### src/minimig_settings.svh
// minimig memory path settings
// bus widths, bank geometry, queue depth and the address windows
// that the decoder maps onto the eight on-chip RAM banks

`ifndef MINIMIG_SETTINGS_SVH
`define MINIMIG_SETTINGS_SVH

// ------------------------------
// bus widths
// ------------------------------
`define ADDR_W 23              // cpu word address, bits 23..1
`define DATA_W 16              // cpu data bus
`define RTC_W 64               // clock chip register image

// ------------------------------
// ram geometry
// ------------------------------
`define BANK_COUNT 8           // chip 0..3, slow 4..6, kick 7
`define BANK_WORDS 512         // offset aliases inside each 512K block
`define REQ_QUEUE_DEPTH 4      // decoded requests waiting for the bridge

// ------------------------------
// address windows (byte addresses)
// ------------------------------
`define BLOCK_BITS 19          // 512K block select starts at byte bit 19
`define CHIP_BLOCKS 4          // 0x000000..0x1fffff
`define SLOW_BASE 24'hC00000   // slow ram start
`define SLOW_BLOCKS 3          // up to 1.5M
`define KICK_BASE 24'hF80000   // 512K kickstart window
`define RTC_BASE 24'hDC0000    // clock chip
`define RTC_BITS 16            // 64K rtc window

`endif
### src/minimig_pkg.sv
// minimig memory path types
// region and access encodings plus the bank, offset, data and
// memory configuration types shared by decoder, queue and bridge

`include "minimig_settings.svh"

package minimig_pkg;

	// ------------------------------
	// encodings
	// ------------------------------

	// where a decoded access lands
	typedef enum logic [2:0] {
		REGION_CHIP,	// chip ram, banks 0..3
		REGION_SLOW,	// slow ram, banks 4..6
		REGION_KICK,	// kickstart, bank 7
		REGION_RTC,	// clock chip nibbles
		REGION_NONE	// unmapped, error response
	} region_e;

	typedef enum logic {
		ACCESS_READ,
		ACCESS_WRITE
	} access_e;

	// ------------------------------
	// payload types
	// ------------------------------
	typedef logic [$clog2(`BANK_COUNT)-1:0] bank_t;	// 3 bits
	typedef logic [$clog2(`BANK_WORDS)-1:0] offset_t;	// 9 bits, addr 9..1
	typedef logic [`DATA_W-1:0] data_t;
	typedef logic [`DATA_W/8-1:0] byte_en_t;	// bit 1 = upper byte (uds)
	typedef logic [$clog2(`RTC_W/4)-1:0] rtc_sel_t;	// nibble index, addr 5..2

	// memory configuration as seen on the cpu side
	// chip_size 0=512K .. 3=2M, slow_size 0=none .. 3=1.5M
	typedef struct packed {
		logic [1:0] slow_size;	// upper bits
		logic [1:0] chip_size;	// lower bits
	} mem_config_t;

endpackage

### src/bus_req_if.sv
// decoded memory request channel
// one request per valid/ready handshake, payload held stable
// from valid until the transfer

interface bus_req_if
	import minimig_pkg::*;
();

	logic     valid;
	logic     ready;
	region_e  region;
	bank_t    bank;
	offset_t  offset;
	access_e  access;
	byte_en_t be;
	data_t    wdata;
	rtc_sel_t rtc_sel;	// only meaningful for REGION_RTC

	// request source
	modport producer (
		output valid, region, bank, offset, access, be, wdata, rtc_sel,
		input  ready
	);

	// request sink
	modport consumer (
		input  valid, region, bank, offset, access, be, wdata, rtc_sel,
		output ready
	);

endinterface

### src/address_decoder.sv
// cpu address decoder and bank mapper
// classifies a cpu request into chip, slow, kick, rtc or unmapped
// under the memory configuration and the kickstart overlay, picks
// the ram bank and word offset and holds the result in one output slot

`include "minimig_settings.svh"

module address_decoder
	import minimig_pkg::*;
(
	input  logic              clk,
	input  logic              reset,
	input  logic              req_valid_i,
	output logic              req_ready_o,
	input  logic [`ADDR_W-1:0] req_addr_i,	// word address 23..1
	input  access_e           req_access_i,
	input  byte_en_t          req_be_i,
	input  data_t             req_wdata_i,
	input  mem_config_t       mem_config_i,
	input  logic              ovl_i,	// kickstart overlay
	bus_req_if.producer       out
);

	localparam int BLK_W = `ADDR_W + 1 - `BLOCK_BITS;	// 512K block tag width
	localparam int RTC_TAG_W = `ADDR_W + 1 - `RTC_BITS;
	localparam logic [BLK_W-1:0] SLOW_TAG = BLK_W'(`SLOW_BASE >> `BLOCK_BITS);
	localparam logic [BLK_W-1:0] KICK_TAG = BLK_W'(`KICK_BASE >> `BLOCK_BITS);
	localparam logic [RTC_TAG_W-1:0] RTC_TAG = RTC_TAG_W'(`RTC_BASE >> `RTC_BITS);
	localparam bank_t KICK_BANK = bank_t'(`BANK_COUNT - 1);	// last bank holds rom
	localparam bank_t SLOW_BANK0 = bank_t'(`CHIP_BLOCKS);	// slow follows chip

	logic [`ADDR_W:0] byte_addr;	// full byte address, bit 0 always 0
	logic [BLK_W-1:0] blk;	// 512K block number
	logic [BLK_W-1:0] slow_idx;	// block relative to slow base
	logic chip_hit;
	logic slow_hit;
	logic kick_hit;
	logic rtc_hit;
	logic is_read;
	logic accept;
	region_e d_region;
	bank_t d_bank;

	assign byte_addr = {req_addr_i, 1'b0};
	assign blk = byte_addr[`ADDR_W:`BLOCK_BITS];
	assign slow_idx = blk - SLOW_TAG;	// wraps high below the base

	// ------------------------------
	// window hits
	// ------------------------------
	assign chip_hit = blk < `CHIP_BLOCKS;
	assign slow_hit = slow_idx < `SLOW_BLOCKS;
	assign kick_hit = blk == KICK_TAG;
	assign rtc_hit = byte_addr[`ADDR_W:`RTC_BITS] == RTC_TAG;
	assign is_read = req_access_i == ACCESS_READ;

	// region and bank
	always_comb begin
		d_region = REGION_NONE;	// default unmapped
		d_bank = '0;
		if (chip_hit) begin
			if (ovl_i && is_read && blk == '0) begin
				d_region = REGION_KICK;	// overlay, reads see rom
				d_bank = KICK_BANK;
			end else if (blk[1:0] <= mem_config_i.chip_size) begin
				d_region = REGION_CHIP;
				d_bank = bank_t'(blk[1:0]);
			end
		end else if (slow_hit) begin
			if (slow_idx[1:0] < mem_config_i.slow_size) begin
				d_region = REGION_SLOW;
				d_bank = SLOW_BANK0 + bank_t'(slow_idx[1:0]);
			end
		end else if (kick_hit) begin
			// rom is writable only while the overlay is up (loading)
			if (is_read || ovl_i) begin
				d_region = REGION_KICK;
				d_bank = KICK_BANK;
			end
		end else if (rtc_hit) begin
			d_region = REGION_RTC;
		end
	end

	// ------------------------------
	// output slot
	// ------------------------------
	assign req_ready_o = !out.valid || out.ready;	// empty or draining
	assign accept = req_valid_i && req_ready_o;

	always_ff @(posedge clk) begin
		if (reset) begin
			out.valid <= 1'b0;
		end else if (accept) begin
			out.valid <= 1'b1;
		end else if (out.ready) begin
			out.valid <= 1'b0;	// taken, nothing new
		end
	end

	// payload, loaded only on accept
	always_ff @(posedge clk) begin
		if (accept) begin
			out.region <= d_region;
			out.bank <= d_bank;
			out.offset <= offset_t'(req_addr_i);	// low word bits, aliased
			out.access <= req_access_i;
			out.be <= req_be_i;
			out.wdata <= req_wdata_i;
			out.rtc_sel <= byte_addr[2 +: $bits(rtc_sel_t)];	// addr 5..2
		end
	end

endmodule

### src/flat_wrapper.sv
// flat-port wrapper written by rule: the top's interface ports become plain ports
module address_decoder_flat import minimig_pkg::*;
  (clk, reset, req_valid_i, req_ready_o, req_addr_i, req_access_i, req_be_i, req_wdata_i, mem_config_i, ovl_i, out_valid, out_region, out_bank, out_offset, out_access, out_be, out_wdata, out_rtc_sel, out_ready);
  bus_req_if out_i ();
  input  logic clk;
  input  logic reset;
  input  logic req_valid_i;
  output logic req_ready_o;
  input  logic [`ADDR_W-1:0] req_addr_i;
  input  access_e req_access_i;
  input  byte_en_t req_be_i;
  input  data_t req_wdata_i;
  input  mem_config_t mem_config_i;
  input  logic ovl_i;
  output wire logic [$bits(out_i.valid)-1:0] out_valid;
  output wire logic [$bits(out_i.region)-1:0] out_region;
  output wire logic [$bits(out_i.bank)-1:0] out_bank;
  output wire logic [$bits(out_i.offset)-1:0] out_offset;
  output wire logic [$bits(out_i.access)-1:0] out_access;
  output wire logic [$bits(out_i.be)-1:0] out_be;
  output wire logic [$bits(out_i.wdata)-1:0] out_wdata;
  output wire logic [$bits(out_i.rtc_sel)-1:0] out_rtc_sel;
  input wire logic [$bits(out_i.ready)-1:0] out_ready;
  assign out_valid = out_i.valid;
  assign out_region = out_i.region;
  assign out_bank = out_i.bank;
  assign out_offset = out_i.offset;
  assign out_access = out_i.access;
  assign out_be = out_i.be;
  assign out_wdata = out_i.wdata;
  assign out_rtc_sel = out_i.rtc_sel;
  assign out_i.ready = out_ready;
  address_decoder u_core (.clk(clk), .reset(reset), .req_valid_i(req_valid_i), .req_ready_o(req_ready_o), .req_addr_i(req_addr_i), .req_access_i(req_access_i), .req_be_i(req_be_i), .req_wdata_i(req_wdata_i), .mem_config_i(mem_config_i), .ovl_i(ovl_i), .out(out_i));
endmodule
### config.mk
export PLATFORM = sky130hd
export DESIGN_NAME = address_decoder_flat
export DESIGN_NICKNAME = d
export VERILOG_FILES = /design/src/minimig_pkg.sv /design/src/bus_req_if.sv /design/src/address_decoder.sv /design/src/flat_wrapper.sv
export VERILOG_INCLUDE_DIRS = /design/src /design/src/src
export SDC_FILE = /design/constraint.sdc
export NUM_CORES = 1
export LEC_CHECK = 0
export BUFFER_PORTS_ARGS = -buffer_cell sky130_fd_sc_hd__buf_2
export CELL_PAD_IN_SITES_DETAIL_PLACEMENT = 1
export CELL_PAD_IN_SITES_GLOBAL_PLACEMENT = 2
export CORE_MARGIN = 5
export CORE_UTILIZATION = 23
export CTS_BUF_LIST = sky130_fd_sc_hd__clkbuf_8
export CTS_CLUSTER_SIZE = 20
export DETAILED_ROUTE_END_ITERATION = 8
export PLACE_DENSITY = 0.76
export SYNTH_ARGS = -nofsm -noshare
export SYNTH_HDL_FRONTEND = slang
export SYNTH_SLANG_ARGS = --single-unit
### constraint.sdc
create_clock -name clk -period 1.8 [get_ports clk]
set_clock_uncertainty 0.1 [all_clocks]
set_input_delay 0.18 -clock clk [delete_from_list [all_inputs] [get_ports clk]]
set_output_delay 0.18 -clock clk [all_outputs]
set_load 0.02 [all_outputs]
==> results.sh <==
export IMPL_status="finished, final reports clean"
export IMPL_clock_sinks=35
export IMPL_yosys_top_cells_area="edfxtp_1 (78%), ha_1 (2.9%), buf_4 (2.3%)"
export IMPL_period_share_pct=85.3
export IMPL_core_mm2=0.00551
export IMPL_path_cells="nand2b_1 > and2_2"
export IMPL_yosysWarnings=0
export IMPL_worst_endpoint_arrival_ns=1.34
export IMPL_regToRegEndpoint="u_core.out.wdata[9]"
export IMPL_ir_worst_vdd_mv=0.363
export IMPL_hp_start="req_access_i"
export IMPL_postCtsSetupRepairBufs=0
export IMPL_syn_nets=129
export IMPL_grt_antenna_before_repair=0
export IMPL_layout_drive_gt1_share_pct=49.7
export IMPL_syn_avg_cell_area_um2=17.4
export IMPL_wl_per_cell_um=15.0
export IMPL_die_w_um=85.4
export IMPL_postLayoutCellArea_mm2=0.00215
export IMPL_via_per_inst=4.10
export IMPL_critPathMaxFanout=34
export IMPL_synth_distinct_cells=23
export IMPL_p_leak_uw=0.000950
export IMPL_finalHoldViolCount=0
export IMPL_finalMaxSlewViolations=0
export IMPL_cts_tree="done"
export IMPL_grt_pass1_wl_mm=6.27
export IMPL_clock_latency_ns=0.27
export IMPL_wirelength_mm=3.93
export IMPL_synth_async_reset_ratio_pct=0
export IMPL_ff2ff_path_depth=2
export IMPL_r2r_start="u_core.out.valid"
export IMPL_yosysSeqAreaShare_pct=79.7
export IMPL_rows=27
export IMPL_worst_pin_slew_ns=0.756
export IMPL_ys_seq_elements=35
export IMPL_synth_main_ff_cell="edfxtp_1"
export IMPL_synth_common_cells="edfxtp_1 (34), inv_1 (5), buf_4 (4), nand2_1 (4)"
export IMPL_cts_root_buf="clkbuf_8"
export IMPL_worstPathRequired_ns=1.60
export IMPL_drc=0
export IMPL_gp_congestion=0.746
export IMPL_synth_most_common_cell="edfxtp_1"
export IMPL_cts_htree_levels=2
export IMPL_final_nets=245
export IMPL_first_iter_violations=83
export IMPL_grt_usage_pct=11.3
export IMPL_reg2reg_slack_ns=0.26
export IMPL_fin_crit_ns=1.54
export IMPL_overflow=0
export IMPL_critPathCaptureType="flop"
export IMPL_die_area_mm2=0.00729
export IMPL_die_y_um=85.4
export IMPL_diodes=0
export IMPL_holdPathStages=1
export IMPL_p_per_area_mw_per_mm2=813
export IMPL_crit_type="flop to flop"
export IMPL_max_freq_ghz=0.651
export IMPL_grt_max_degree=35
export IMPL_slew_headroom_pct=49.6
export IMPL_ioPinCount=91
export IMPL_io_buffers=84
export IMPL_cts_buffer_depth=2
export IMPL_critPathSlowestCell="and2_2"
export IMPL_placed_cell_area_mm2=0.00180
export IMPL_yosysTopAreaCellShare_pct=78.2
export IMPL_crit_buf_inv=0
export IMPL_synth_edff_count=34
export IMPL_critical_path_top_delay_family="simple AND/OR/NAND/NOR gates"
export IMPL_setup_viol=0
export IMPL_yosys_area_top_type="edfxtp_1"
export IMPL_path_clk_slew_ns=0.06
export IMPL_critPathMaxStageDelay_ns=0.65
export IMPL_drtAntennaViolNets=0
export IMPL_cts_buffers=5
export IMPL_start_util_pct=23.7
export IMPL_nFillCells=602
export IMPL_vias=1079
export IMPL_setup_tns_ns=0
export IMPL_holdPathEnd="u_core.out.access"
export IMPL_rsz0062_at_grt="no"
export IMPL_post_cts_resized=0
export IMPL_grt_pass1_vias=1226
export IMPL_hold_class="input pin to flop"
export IMPL_area_delta_synth_final_pct=64.8
export IMPL_synth_cells=75
export IMPL_dp_hpwl_mm=2.57
export IMPL_dr_pass1_iters=2
export IMPL_netlist_area_mm2=0.00131
export IMPL_critPathLaunchType="flop"
export IMPL_maxCapViolations=0
[area by class of cell]
type | count | area [um^2] | share of cell area [%]
timing repair buffer | 113 | 708 | 32.9
inverter | 5 | 18.8 | 0.872
multi-input combinational | 31 | 218 | 10.1
tap | 72 | 90.1 | 4.18
clock buffer | 5 | 68.8 | 3.20
clock inverter | 2 | 8.76 | 0.407
sequential | 35 | 1040 | 48.3
[worst max-delay path by stage]
| stage | from | end | slack (ns) | cells past startpoint |
|---|---|---|---|---|
| 3_5_place_dp | req_addr_i[19] | u_core.out.bank[1] | 0.04 | 6 |
| 6_report | u_core.out.valid | u_core.out.wdata[9] | 0.26 | 2 |
| 2_1_floorplan | u_core.out.valid | u_core.out.access | 0.16 | 2 |
| 5_1_grt | u_core.out.valid | u_core.out.bank[2] | 0.14 | 2 |
| 3_3_place_gp | req_addr_i[19] | u_core.out.region[2] | 0.10 | 5 |
| 4_1_cts | u_core.out.valid | u_core.out.be[0] | 0.25 | 2 |
[worst reg2reg max path, delay by kind of cell, from the launching register on]
kind	cells	cell delay [ns]
flip-flops	1	0.31
AND/OR/NAND/NOR	2	0.74
[metal layers]
layer / global-route usage [%] / vias up / share of wire [%]
li1: - / 505 / -
met1: 12.4 / 498 / 40
met2: 19.5 / 71 / 46
met3: 4.47 / 5 / 12
met4: 4.32 / 0 / 1.6
met5: 0 / - / 0
[kinds of logic (layout without fill, tap and decap cells)]
kind of cell	after synthesis	in the layout	share of synthesized area, %
buf+inv	9	125	3.74
flops	35	35	79.7
fa+ha+maj	3	3	2.87
compound gates	8	8	4.60
simple gates	20	20	9.10
[registers in the layout, summed over array words and instances (netlist names)]
signal and cells:
u_core.out.wdata 16, u_core.out.region 3, u_core.out.bank 3, u_core.out.rtc_sel 3
u_core.out.valid 1, u_core.out.offset 6, u_core.out.access 1, u_core.out.be 2
[what timing repair did]
action	CTS	global route
endpoints found under the setup margin	0	0
hold buffers	28	0
endpoints found under the hold margin	28	0
[stage by stage]
step	instances	worst slack [ns]	total power [uW]	utilization, %	hold slack (ns)
global route	263	0.141	1850	39.1	0.0180
global placement	228	0.104	1210	32.6	0.239
CTS	263	0.247	1760	39.1	0.0211
floorplan	75	0.162	1100	-	0.149
detailed placement	228	0.0393	1210	32.6	0.239
finish	263	0.265	1750	39.1	0.0220
[power breakdown]
part	switching [uW]	internal (uW)	leakage [uW]
Combinational	157	125	0.000571
Sequential	13.7	952	0.000338
Clock	246	257	0.0000414
Total	417	1330	0.000950
[cell usage in the layout, fill, tap and decap left out, drive strengths merged, types with 2 or more instances in the layout]
cell type,count
buf,85
clkbuf,5
clkinv,2
dlygate4sd3,28
edfxtp,34
ha,3
inv,5
nand2,4
nand2b,2
nor2,2
nor2b,3
nor3,2
o21ai,3
No activity file was read; power rests on OpenSTA's default activity.
