[config.mk]
export PLATFORM = sky130hd
export DESIGN_NAME = request_queue_flat
export DESIGN_NICKNAME = d
export VERILOG_FILES = /design/src/minimig_pkg.sv /design/src/bus_req_if.sv /design/src/request_queue.sv /design/src/flat_wrapper.sv
export VERILOG_INCLUDE_DIRS = /design/src /design/src/src
export SDC_FILE = /design/constraint.sdc
export NUM_CORES = 1
export LEC_CHECK = 0
export BUFFER_PORTS_ARGS = -buffer_cell sky130_fd_sc_hd__buf_2
export CORE_UTILIZATION = 43
export DETAILED_ROUTE_END_ITERATION = 8
export SLEW_MARGIN = 30
export SYNTH_ARGS = -nofsm -noshare
export SYNTH_HDL_FRONTEND = slang
export SYNTH_SLANG_ARGS = --single-unit
[constraint.sdc]
create_clock -name clk -period 3 [get_ports clk]
set_input_delay 0.75 -clock clk [delete_from_list [all_inputs] [get_ports clk]]
set_output_delay 0.75 -clock clk [all_outputs]
set_load 0.05 [all_outputs]
[src/minimig_settings.svh]
// minimig memory path settings
// bus widths, bank geometry, queue depth and the address windows
// that the decoder maps onto the eight on-chip RAM banks

`ifndef MINIMIG_SETTINGS_SVH
`define MINIMIG_SETTINGS_SVH

// ------------------------------
// bus widths
// ------------------------------
`define ADDR_W 23              // cpu word address, bits 23..1
`define DATA_W 16              // cpu data bus
`define RTC_W 64               // clock chip register image

// ------------------------------
// ram geometry
// ------------------------------
`define BANK_COUNT 8           // chip 0..3, slow 4..6, kick 7
`define BANK_WORDS 512         // offset aliases inside each 512K block
`define REQ_QUEUE_DEPTH 4      // decoded requests waiting for the bridge

// ------------------------------
// address windows (byte addresses)
// ------------------------------
`define BLOCK_BITS 19          // 512K block select starts at byte bit 19
`define CHIP_BLOCKS 4          // 0x000000..0x1fffff
`define SLOW_BASE 24'hC00000   // slow ram start
`define SLOW_BLOCKS 3          // up to 1.5M
`define KICK_BASE 24'hF80000   // 512K kickstart window
`define RTC_BASE 24'hDC0000    // clock chip
`define RTC_BITS 16            // 64K rtc window

`endif
[src/minimig_pkg.sv]
// minimig memory path types
// region and access encodings plus the bank, offset, data and
// memory configuration types shared by decoder, queue and bridge

`include "minimig_settings.svh"

package minimig_pkg;

	// ------------------------------
	// encodings
	// ------------------------------

	// where a decoded access lands
	typedef enum logic [2:0] {
		REGION_CHIP,	// chip ram, banks 0..3
		REGION_SLOW,	// slow ram, banks 4..6
		REGION_KICK,	// kickstart, bank 7
		REGION_RTC,	// clock chip nibbles
		REGION_NONE	// unmapped, error response
	} region_e;

	typedef enum logic {
		ACCESS_READ,
		ACCESS_WRITE
	} access_e;

	// ------------------------------
	// payload types
	// ------------------------------
	typedef logic [$clog2(`BANK_COUNT)-1:0] bank_t;	// 3 bits
	typedef logic [$clog2(`BANK_WORDS)-1:0] offset_t;	// 9 bits, addr 9..1
	typedef logic [`DATA_W-1:0] data_t;
	typedef logic [`DATA_W/8-1:0] byte_en_t;	// bit 1 = upper byte (uds)
	typedef logic [$clog2(`RTC_W/4)-1:0] rtc_sel_t;	// nibble index, addr 5..2

	// memory configuration as seen on the cpu side
	// chip_size 0=512K .. 3=2M, slow_size 0=none .. 3=1.5M
	typedef struct packed {
		logic [1:0] slow_size;	// upper bits
		logic [1:0] chip_size;	// lower bits
	} mem_config_t;

endpackage

[src/bus_req_if.sv]
// decoded memory request channel
// one request per valid/ready handshake, payload held stable
// from valid until the transfer

interface bus_req_if
	import minimig_pkg::*;
();

	logic     valid;
	logic     ready;
	region_e  region;
	bank_t    bank;
	offset_t  offset;
	access_e  access;
	byte_en_t be;
	data_t    wdata;
	rtc_sel_t rtc_sel;	// only meaningful for REGION_RTC

	// request source
	modport producer (
		output valid, region, bank, offset, access, be, wdata, rtc_sel,
		input  ready
	);

	// request sink
	modport consumer (
		input  valid, region, bank, offset, access, be, wdata, rtc_sel,
		output ready
	);

endinterface

[src/request_queue.sv]
// decoded request FIFO
// circular buffer between decoder and memory bridge, push and pop
// in the same cycle, head entry presented directly from storage

`include "minimig_settings.svh"

module request_queue
	import minimig_pkg::*;
#(
	parameter int DEPTH = `REQ_QUEUE_DEPTH	// power of two
) (
	input  logic        clk,
	input  logic        reset,
	bus_req_if.consumer in,
	bus_req_if.producer out
);

	localparam int PTR_W = (DEPTH > 1) ? $clog2(DEPTH) : 1;

	// one stored request
	typedef struct packed {
		region_e  region;
		bank_t    bank;
		offset_t  offset;
		access_e  access;
		byte_en_t be;
		data_t    wdata;
		rtc_sel_t rtc_sel;
	} item_t;

	item_t mem [DEPTH];	// payload storage, no reset
	logic [PTR_W-1:0] wr_ptr;
	logic [PTR_W-1:0] rd_ptr;
	logic [PTR_W:0] count;	// 0..DEPTH
	logic push;
	logic pop;

	// ------------------------------
	// handshakes
	// ------------------------------
	assign in.ready = count != (PTR_W + 1)'(DEPTH);	// not full
	assign out.valid = count != '0;
	assign push = in.valid && in.ready;
	assign pop = out.valid && out.ready;

	// head of queue
	assign out.region = mem[rd_ptr].region;
	assign out.bank = mem[rd_ptr].bank;
	assign out.offset = mem[rd_ptr].offset;
	assign out.access = mem[rd_ptr].access;
	assign out.be = mem[rd_ptr].be;
	assign out.wdata = mem[rd_ptr].wdata;
	assign out.rtc_sel = mem[rd_ptr].rtc_sel;

	always_ff @(posedge clk) begin
		if (push) begin
			mem[wr_ptr] <= '{in.region, in.bank, in.offset, in.access,
				in.be, in.wdata, in.rtc_sel};
		end
	end

	// ------------------------------
	// pointers and occupancy
	// ------------------------------
	always_ff @(posedge clk) begin
		if (reset) begin
			wr_ptr <= '0;
			rd_ptr <= '0;
			count <= '0;
		end else begin
			if (push) begin
				wr_ptr <= (wr_ptr == PTR_W'(DEPTH - 1)) ? '0 : wr_ptr + 1'b1;
			end
			if (pop) begin
				rd_ptr <= (rd_ptr == PTR_W'(DEPTH - 1)) ? '0 : rd_ptr + 1'b1;
			end
			unique case ({push, pop})
				2'b10: count <= count + 1'b1;
				2'b01: count <= count - 1'b1;
				default: count <= count;	// idle or both
			endcase
		end
	end

endmodule

[src/flat_wrapper.sv]
// flat-port wrapper written by rule: the top's interface ports become plain ports
module request_queue_flat import minimig_pkg::*;
#(
	parameter int DEPTH = `REQ_QUEUE_DEPTH	               
)
  (clk, reset, in_valid, in_region, in_bank, in_offset, in_access, in_be, in_wdata, in_rtc_sel, in_ready, out_valid, out_region, out_bank, out_offset, out_access, out_be, out_wdata, out_rtc_sel, out_ready);
  bus_req_if in_i ();
  bus_req_if out_i ();
  input  logic clk;
  input  logic reset;
  input wire logic [$bits(in_i.valid)-1:0] in_valid;
  input wire logic [$bits(in_i.region)-1:0] in_region;
  input wire logic [$bits(in_i.bank)-1:0] in_bank;
  input wire logic [$bits(in_i.offset)-1:0] in_offset;
  input wire logic [$bits(in_i.access)-1:0] in_access;
  input wire logic [$bits(in_i.be)-1:0] in_be;
  input wire logic [$bits(in_i.wdata)-1:0] in_wdata;
  input wire logic [$bits(in_i.rtc_sel)-1:0] in_rtc_sel;
  output wire logic [$bits(in_i.ready)-1:0] in_ready;
  output wire logic [$bits(out_i.valid)-1:0] out_valid;
  output wire logic [$bits(out_i.region)-1:0] out_region;
  output wire logic [$bits(out_i.bank)-1:0] out_bank;
  output wire logic [$bits(out_i.offset)-1:0] out_offset;
  output wire logic [$bits(out_i.access)-1:0] out_access;
  output wire logic [$bits(out_i.be)-1:0] out_be;
  output wire logic [$bits(out_i.wdata)-1:0] out_wdata;
  output wire logic [$bits(out_i.rtc_sel)-1:0] out_rtc_sel;
  input wire logic [$bits(out_i.ready)-1:0] out_ready;
  assign in_i.valid = in_valid;
  assign in_i.region = in_region;
  assign in_i.bank = in_bank;
  assign in_i.offset = in_offset;
  assign in_i.access = in_access;
  assign in_i.be = in_be;
  assign in_i.wdata = in_wdata;
  assign in_i.rtc_sel = in_rtc_sel;
  assign in_ready = in_i.ready;
  assign out_valid = out_i.valid;
  assign out_region = out_i.region;
  assign out_bank = out_i.bank;
  assign out_offset = out_i.offset;
  assign out_access = out_i.access;
  assign out_be = out_i.be;
  assign out_wdata = out_i.wdata;
  assign out_rtc_sel = out_i.rtc_sel;
  assign out_i.ready = out_ready;
  request_queue #(.DEPTH(DEPTH)) u_core (.clk(clk), .reset(reset), .in(in_i), .out(out_i));
endmodule
==> results of run 1 <==
[state kept, by name, summed over array words and instances (netlist names), named ones only]
name and cells:
u_core.mem 152, u_core.rd_ptr 2, u_core.wr_ptr 2, u_core.count 3
[worst paths after layout]
kind,from,endpoint,slack (ns),cells after the start
worst min-delay path,u_core.wr_ptr[1],u_core.wr_ptr[1],0.51,2
worst min register to register,u_core.wr_ptr[1],u_core.wr_ptr[1],0.51,2
worst max register to register,u_core.count[2],u_core.count[2],0.63,8
worst max-delay path,flip-flop,out_access,0.37,3
[worst max-delay path, delay by kind of cell, from the launching register on]
kind	cells	cell delay [ns]
buffers and inverters	2	0.54
DFF	1	0.35
muxes	1	0.57
[synth_stat cells]
cell type	count	area, um^2
a211o_1	1	8.76
or3b_1	1	8.76
buf_6	2	22.5
buf_1	1	3.75
o31ai_1	1	7.51
clkbuf_1	1	3.75
nand2b_1	2	12.5
o21ai_0	1	5.00
a21oi_1	3	15.0
o21ai_2	1	8.76
xor2_1	2	17.5
and3_2	4	30.0
mux4_2	38	856
buf_4	1	7.51
fa_1	1	20.0
or3_1	3	18.8
buf_2	5	25.0
nand2_1	2	7.51
or3_2	1	7.51
mux2i_1	2	20.0
dfxtp_1	9	180
nor2_1	4	15.0
ha_1	6	75.1
edfxtp_1	152	4560
inv_1	6	22.5
[final cells by class]
cell class,count,area [um^2]
Fill cell,1067,6280
Sequential cell,161,4750
Multi-Input combinational cell,73,1130
Timing Repair Buffer,90,510
Clock buffer,20,437
Tap cell,176,220
Clock inverter,10,47.5
Inverter,6,22.5
[per-stage QoR]
stage	instance area, um^2	hold slack (ns)	std cells	power (uW)	worst slack, ns
global route	7120	0.529	536	6730	0.268
global placement	6640	0.496	506	4730	0.728
CTS	7120	0.517	536	6550	0.307
finish	7120	0.514	536	6460	0.368
detailed placement	6640	0.507	506	4760	0.616
floorplan	5960	0.463	250	4300	0.688
[kinds of logic (layout without fill, tap and decap cells)]
family / after synthesis / in the layout
DFF: 161 / 161
muxes: 40 / 40
and+or+nand+nor: 17 / 17
buffers and inverters: 16 / 126
adders and majority gates: 7 / 7
AOI/OAI and AO/OA: 7 / 7
xor gates and xnor gates: 2 / 2
[cells in the final DEF (no fill, tap or decap), types with 2 or more instances in the layout]
cell	synthesis	final
edfxtp_1	152	152
buf_2	5	81
mux4_2	38	38
clkbuf_16	0	17
dfxtp_1	9	7
inv_1	6	6
ha_1	6	6
buf_4	1	6
clkinv_2	0	5
and3_2	4	4
nor2_1	4	4
clkinv_1	0	4
or3_1	3	3
a21oi_1	3	3
clkbuf_1	1	3
buf_12	0	3
nand2_1	2	2
xor2_1	2	2
mux2i_1	2	2
nand2b_1	2	2
[power by group through the flow]
stage	logic [uW]	clock network (uW)	registers, uW
global placement	1910	0	2820
global route	2000	1920	2810
detailed placement	1920	0	2830
CTS	1930	1840	2790
finish	1890	1790	2780
floorplan	1500	0	2800
[per-layer routing]
layer	share of wire, %	up-vias
li1	-	1241
met1	45	1387
met2	48	72
met3	5.9	6
met4	0.95	0
met5	0	-
==> flow_metrics.env, run 1 <==
export IMPL_post_cts_resized=0
export IMPL_drtPass1Iterations=4
export IMPL_n_antenna_cell=0
export IMPL_finalHoldViolCount=0
export IMPL_power_frac_comb_pct=29.2
export IMPL_io_pins=82
export IMPL_root_buffer="clkbuf_16"
export IMPL_initial_core_util_pct=44.5
export IMPL_core_area_um2=13400
export IMPL_fin_crit_ns=2.63
export IMPL_port_buffers=81
export IMPL_cp_cell_sequence="buf_4 -> mux4_2 -> buf_2"
export IMPL_power_leakage_uw=0.00243
export IMPL_die_w_um=120
export IMPL_met3_usage_pct=6.23
export IMPL_grt_max_degree=39
export IMPL_grt_busiest_layer="met2"
export IMPL_yosys_warnings=0
export IMPL_clkPwrFrac_pct=27.7
export IMPL_p_sw_uw=2120
export IMPL_dp_hpwl_um=6370
export IMPL_dr_first_iter_drc_count=126
export IMPL_status="finished, final reports clean"
export IMPL_dieArea_um2=14300
export IMPL_cts_tree="done"
export IMPL_gr_total_overflow=0
export IMPL_max_slew_margin_pct=59.8
export IMPL_p_int_uw=4330
export IMPL_post_cts_buffers=0
export IMPL_synth_distinct_cells=25
export IMPL_cts_hold_buf=0
export IMPL_crit_slowest_cell="mux4_2"
export IMPL_min_path_type="flip-flop to flip-flop"
export IMPL_clk_pin_slew_ns=0.06
export IMPL_place_congestion=0.729
export IMPL_grt_pass1_vias=2984
export IMPL_critPathRequiredTime_ns=2.25
export IMPL_setup_worst_path_class="flip-flop to output port"
export IMPL_syn_num_nets=299
export IMPL_grt_first_pass_wirelength_um=16100
export IMPL_worstSetupEndpointType="output port"
export IMPL_die_y_um=120
export IMPL_synthAdderAreaFrac_pct=1.59
export IMPL_worst_clock_skew_ns=0.0112
export IMPL_nNetsFinal=398
export IMPL_area_growth_pct=19.4
export IMPL_ys_seq_area_share_pct=79.6
export IMPL_clk_latency_ns=0.41
export IMPL_finalCritPeriodShare_pct=87.7
export IMPL_fmax_mhz=380
export IMPL_fin_util_pct=53.1
export IMPL_syn_area_um2=5960
export IMPL_ant_nets=0
export IMPL_arrival_ns=1.88
export IMPL_synth_compound_area_share_pct=0.755
export IMPL_synth_top_family_by_area="multiplexers"
export IMPL_viasPerCell=5.05
export IMPL_muxShareOfSynthArea_pct=14.7
export IMPL_rsz0062_at_grt="no"
export IMPL_antenna_found_initial=0
export IMPL_met1_usage_pct=20.4
export IMPL_critPathMaxFanout=15
export IMPL_finalWirelength_um=10300
export IMPL_critPathMaxStageDelay_ns=0.57
export IMPL_share_seq_of_total_power_pct=43.1
export IMPL_clock_sinks=161
export IMPL_syn_inst=250
export IMPL_synthSimpleGateAreaFrac_pct=1.68
export IMPL_met2_usage_pct=24.3
export IMPL_cp_start_kind="flip-flop"
export IMPL_ys_ff_latch=161
export IMPL_tightest_slew_ns=0.603
export IMPL_drcViolationCount=0
export IMPL_num_vias=2706
export IMPL_sw_frac_of_total_pct=32.9
export IMPL_groute_usage_overall_pct=15.9
export IMPL_maxSlewViolCount=0
export IMPL_setup_viol=0
export IMPL_drive_gt1_share_pct=44.2
export IMPL_wl_per_cell_um=19.2
export IMPL_rows=42
export IMPL_avgSynthCellArea_um2=23.9
export IMPL_powerDensity_nw_per_um2=907
export IMPL_numCtsBuffers=17
export IMPL_cts_max_path_buffers=2
export IMPL_synthXorXnorAreaFrac_pct=0.294
export IMPL_htreeDepth=4
export IMPL_max_cap_viol_count=0
export IMPL_tns_ns=0
export IMPL_ir_drop_uv=378
No activity file was read; power rests on OpenSTA's default activity.
==> inputs of run 2 (changes only) <==
- CTS_BUF_LIST: default -> sky130_fd_sc_hd__clkbuf_4
==> run 2 against run 1 <==
  * Hold slack lost 0.088 ns
  * Design area shrank 4.0%
  * Die area is the same
  * Highest routed layer unchanged
  * Routed wire length is 0.47% higher
  * Sequential power about the same
  * Largest power group unchanged
  * Critical endpoint unchanged
  * Clock power decreased by 45%
  * Power shrank 12%
  * Worst setup slack got worse by 0.14 ns
  * Largest cell class unchanged
==> flow_metrics.env, run 2 (same netlist as run 1, synthesis figures left out) <==
export IMPL_cp_cell_sequence="buf_4 -> mux4_2 -> buf_2"
export IMPL_ir_drop_uv=405
export IMPL_final_seq_area_um2=4750
export IMPL_drtPass1Iterations=4
export IMPL_die_w_um=120
export IMPL_grt_first_pass_wirelength_um=16100
export IMPL_dp_hpwl_um=6370
export IMPL_maxSlewViolCount=0
export IMPL_finalCritPeriodShare_pct=92.5
export IMPL_clk_latency_ns=0.53
export IMPL_cp_start_kind="flip-flop"
export IMPL_final_cell_mix="edfxtp_1, buf_2, mux4_2, clkbuf_4, dfxtp_1"
export IMPL_cts_hold_buf=0
export IMPL_finalHoldViolCount=0
export IMPL_port_buffers=81
export IMPL_critPathMaxFanout=15
export IMPL_min_path_type="input pin to flip-flop"
export IMPL_fin_cells=536
export IMPL_critPathMaxStageDelay_ns=0.57
export IMPL_place_congestion=0.729
export IMPL_drive_gt1_share_pct=45.0
export IMPL_n_antenna_cell=0
export IMPL_multi_input_area_um2=1130
export IMPL_tightest_slew_ns=0.604
export IMPL_post_cts_resized=0
export IMPL_power_leakage_uw=0.00231
export IMPL_powerDensity_nw_per_um2=827
export IMPL_antenna_found_initial=0
export IMPL_ant_nets=0
export IMPL_arrival_ns=2.03
export IMPL_fin_ws_ns=0.224
export IMPL_io_pins=82
export IMPL_clock_sinks=161
export IMPL_reg_top3="u_core.mem (152), u_core.count (3)"
export IMPL_finalWirelength_um=10300
export IMPL_fill_cells=1092
export IMPL_path_delay_family="multiplexers"
export IMPL_dp_cells=506
export IMPL_grt_max_degree=39
export IMPL_tns_ns=0
export IMPL_fmax_mhz=360
export IMPL_final_common_cell="edfxtp_1"
export IMPL_post_cts_buffers=0
export IMPL_cts_max_path_buffers=2
export IMPL_groute_usage_overall_pct=15.8
export IMPL_grt_pass1_vias=2990
export IMPL_num_vias=2747
export IMPL_crit_slowest_cell="mux4_2"
export IMPL_htreeDepth=4
export IMPL_nNetsFinal=398
export IMPL_root_buffer="clkbuf_4"
export IMPL_regMostFlops="u_core.mem"
export IMPL_area_growth_pct=14.6
export IMPL_setup_worst_path_class="flip-flop to output port"
export IMPL_crit_buf_inv=2
export IMPL_cts_tree="done"
export IMPL_max_cap_viol_count=0
export IMPL_dieArea_um2=14300
export IMPL_setup_viol=0
export IMPL_numCtsBuffers=17
export IMPL_max_slew_margin_pct=59.7
export IMPL_die_y_um=120
export IMPL_rrSetupSlack_ns=0.61
export IMPL_critPathRequiredTime_ns=2.25
export IMPL_drcViolationCount=0
export IMPL_largest_register_ffs=152
export IMPL_gr_total_overflow=0
export IMPL_core_area_um2=13400
export IMPL_rsz0062_at_grt="no"
export IMPL_status="finished, final reports clean"
export IMPL_wl_per_cell_um=19.3
export IMPL_worstSetupEndpointType="output port"
export IMPL_worst_clock_skew_ns=0.0111
export IMPL_fin_area_um2=6830
export IMPL_initial_core_util_pct=44.5
export IMPL_dr_first_iter_drc_count=145
export IMPL_pre_cts_slack_ns=0.616
export IMPL_rows=42
export IMPL_clk_pin_slew_ns=0.11
export IMPL_place_area_um2=6640
export IMPL_fin_crit_ns=2.78
export IMPL_viasPerCell=5.13
-- run 2: cell counts in the layout (fill, tap and decap cells not counted) --
Identical to the previous run, type by type.
-- run 2: report_power, final --
group | internal, uW | total [uW] | switching [uW]
logic | 598 | 1890 | 1290
registers | 2700 | 2780 | 76.7
clock network | 327 | 984 | 657
-- run 2: metrics by stage --
step                utilization, %  total power (uW)  hold WS, ns
finish                        51.0              5650        0.425
global route                  51.0              5910        0.376
CTS                           51.0              5740        0.368
detailed placement            49.5              4760        0.507
global placement              49.5              4730        0.496
floorplan                        -              4300        0.463
-- run 2: path summary, 6_finish.rpt --
path / start / depth (start not counted) / to
setup / recovery: flip-flop / 3 / out_access
hold reg to reg: u_core.wr_ptr[1] / 2 / u_core.wr_ptr[1]
hold / removal: in_bank[0] / 1 / u_core.mem[2][32]
setup reg to reg: u_core.count[2] / 8 / u_core.count[2]
-- run 2: layout make-up --
| class | count | area share (%) |
|---|---|---|
| multi-input combinational | 73 | 16.6 |
| timing repair buffer | 90 | 7.47 |
| tap | 176 | 3.22 |
| sequential | 161 | 69.5 |
| clock inverter | 10 | 0.696 |
| inverter | 6 | 0.330 |
| clock buffer | 20 | 2.20 |
-- run 2: per-layer routing --
metal	share of wire, %	wire [um]	GRT usage (%)	vias to the layer above
met3	5.3	549	4.94	18
met5	0	0	0	-
met4	1.9	199	7.27	0
met1	44	4570	20.4	1423
met2	49	5020	24.5	69
li1	-	-	-	1237
==> inputs of run 3 (changes only) <==
- CORE_UTILIZATION: 43 -> 35
- CTS_CLUSTER_DIAMETER: default -> 30
==> run 3 against run 2 <==
  * Non-clock buffer count grew 3
  * Hold slack lost 0.024 ns
  * Routed wire length shrank 0.42%
  * Via count grew 0.62%
  * Worst setup slack lost 0.026 ns
  * Global-route usage shrank 2.9 points
  * Sequential power is essentially flat
  * Die area grew 22%
  * Critical path type unchanged
  * Largest cell class unchanged
  * Largest power group unchanged
==> flow_metrics.env, run 3 (same netlist as run 1, synthesis figures left out) <==
export IMPL_grt_first_pass_wirelength_um=16300
export IMPL_max_cap_viol_count=0
export IMPL_die_w_um=133
export IMPL_place_area_um2=6710
export IMPL_ir_drop_uv=594
export IMPL_viasPerCell=4.72
export IMPL_dp_cells=548
export IMPL_finalWirelength_um=10300
export IMPL_htreeDepth=4
export IMPL_crit_buf_inv=2
export IMPL_pre_cts_slack_ns=0.650
export IMPL_fin_crit_ns=2.80
export IMPL_place_congestion=0.730
export IMPL_cts_tree="done"
export IMPL_dieArea_um2=17600
export IMPL_antenna_found_initial=0
export IMPL_met2_usage_pct=21.0
export IMPL_n_antenna_cell=0
export IMPL_finalHoldViolCount=0
export IMPL_powerDensity_nw_per_um2=852
export IMPL_critPathMaxStageDelay_ns=0.64
export IMPL_tightest_slew_ns=0.504
export IMPL_fin_util_pct=42.5
export IMPL_setup_worst_path_class="flip-flop to output port"
export IMPL_root_buffer="clkbuf_4"
export IMPL_final_common_cell="edfxtp_1"
export IMPL_clkPwrFrac_pct=21.6
export IMPL_clk_pin_slew_ns=0.13
export IMPL_met1_usage_pct=15.1
export IMPL_grt_max_degree=39
export IMPL_fmax_mhz=357
export IMPL_cp_cell_sequence="buf_12 -> mux4_2 -> buf_2"
export IMPL_largest_register_ffs=152
export IMPL_worst_clock_skew_ns=0.0277
export IMPL_core_area_um2=16600
export IMPL_sw_frac_of_total_pct=34.0
export IMPL_io_pins=82
export IMPL_tns_ns=0
export IMPL_power_frac_comb_pct=31.9
export IMPL_drive_gt1_share_pct=46.3
export IMPL_initial_core_util_pct=36.0
export IMPL_regMostFlops="u_core.mem"
export IMPL_groute_usage_overall_pct=12.9
export IMPL_port_buffers=81
export IMPL_wl_per_cell_um=17.6
export IMPL_fin_ws_ns=0.198
export IMPL_worstSetupEndpointType="output port"
export IMPL_p_int_uw=3970
export IMPL_clk_latency_ns=0.55
export IMPL_cp_start_kind="flip-flop"
export IMPL_max_slew_margin_pct=66.1
export IMPL_path_delay_family="flip-flops"
export IMPL_nNetsFinal=401
export IMPL_ant_nets=0
export IMPL_status="finished, final reports clean"
export IMPL_reg_top3="u_core.mem (152), u_core.count (3)"
export IMPL_num_vias=2764
export IMPL_grt_pass1_vias=3002
export IMPL_critPathRequiredTime_ns=2.25
export IMPL_clock_sinks=161
export IMPL_min_path_type="input pin to flip-flop"
export IMPL_p_sw_uw=2040
export IMPL_crit_slowest_cell="dfxtp_2"
export IMPL_finalCritPeriodShare_pct=93.4
export IMPL_met3_usage_pct=5.52
export IMPL_area_growth_pct=18.2
export IMPL_rsz0062_at_grt="no"
export IMPL_dr_first_iter_drc_count=143
export IMPL_numCtsBuffers=17
export IMPL_power_leakage_uw=0.00239
export IMPL_share_seq_of_total_power_pct=46.5
export IMPL_gr_total_overflow=0
export IMPL_fin_area_um2=7050
export IMPL_critPathMaxFanout=24
export IMPL_grt_busiest_layer="met2"
export IMPL_dp_hpwl_um=6410
export IMPL_drcViolationCount=0
export IMPL_cts_max_path_buffers=2
export IMPL_arrival_ns=2.05
export IMPL_final_cell_mix="edfxtp_1, buf_2, mux4_2, clkbuf_4, dfxtp_1"
export IMPL_setup_viol=0
export IMPL_maxSlewViolCount=0
export IMPL_fin_cells=585
export IMPL_die_y_um=133
export IMPL_drtPass1Iterations=4
export IMPL_rows=47
==> run 3: power by group through the flow <==
stage               logic [uW]  clock network, uW  registers (uW)
floorplan                 1500                  0            2800
global placement          1890                  0            2850
detailed placement        1900                  0            2860
CTS                       1900               1360            2810
global route              2040               1450            2820
finish                    1920               1300            2790
==> run 3: repair_timing <==
item / CTS / global route
resized for setup: 0 / 1
hold buffers: 0 / 0
setup endpoints to repair: 0 / 6
buffers inserted: 0 / 5
==> run 3: layout make-up <==
cell class,count,area [um^2]
Clock inverter,9,121
Inverter,6,22.5
Multi-Input combinational cell,73,1130
Tap cell,220,275
Fill cell,1495,9530
Sequential cell,161,4750
Clock buffer,23,173
Timing Repair Buffer,93,574
==> run 3: layer usage <==
metal | vias to the layer above | share of wire (%)
li1 | 1248 | -
met1 | 1439 | 43
met2 | 66 | 50
met3 | 11 | 6.0
met4 | 0 | 1.4
met5 | - | 0
==> run 3: stage by stage <==
| step | hold WS [ns] | power [uW] |
|---|---|---|
| floorplan | 0.463 | 4300 |
| global placement | 0.489 | 4740 |
| detailed placement | 0.481 | 4760 |
| CTS | 0.335 | 6080 |
| global route | 0.336 | 6300 |
| finish | 0.401 | 6010 |
==> run 3: worst reg2reg max path: stages (launching register included) <==
cell	delay, ns
dfxtp_1	0.41
or3b_1	0.46
nand2_1	0.19
ha_1	0.21
inv_1	0.06
fa_1	0.37
xor2_1	0.15
or3_1	0.31
a21oi_1	0.14
==> run 3: final timing paths <==
path,start,endpoint,slack (ns),depth (start not counted)
worst max-delay path,flip-flop,out_region[2],0.20,3
worst min-delay path,in_wdata[1],u_core.mem[3][5],0.40,1
worst max register to register,u_core.count[2],u_core.count[2],0.63,8
worst min register to register,u_core.rd_ptr[0],flip-flop,0.50,2
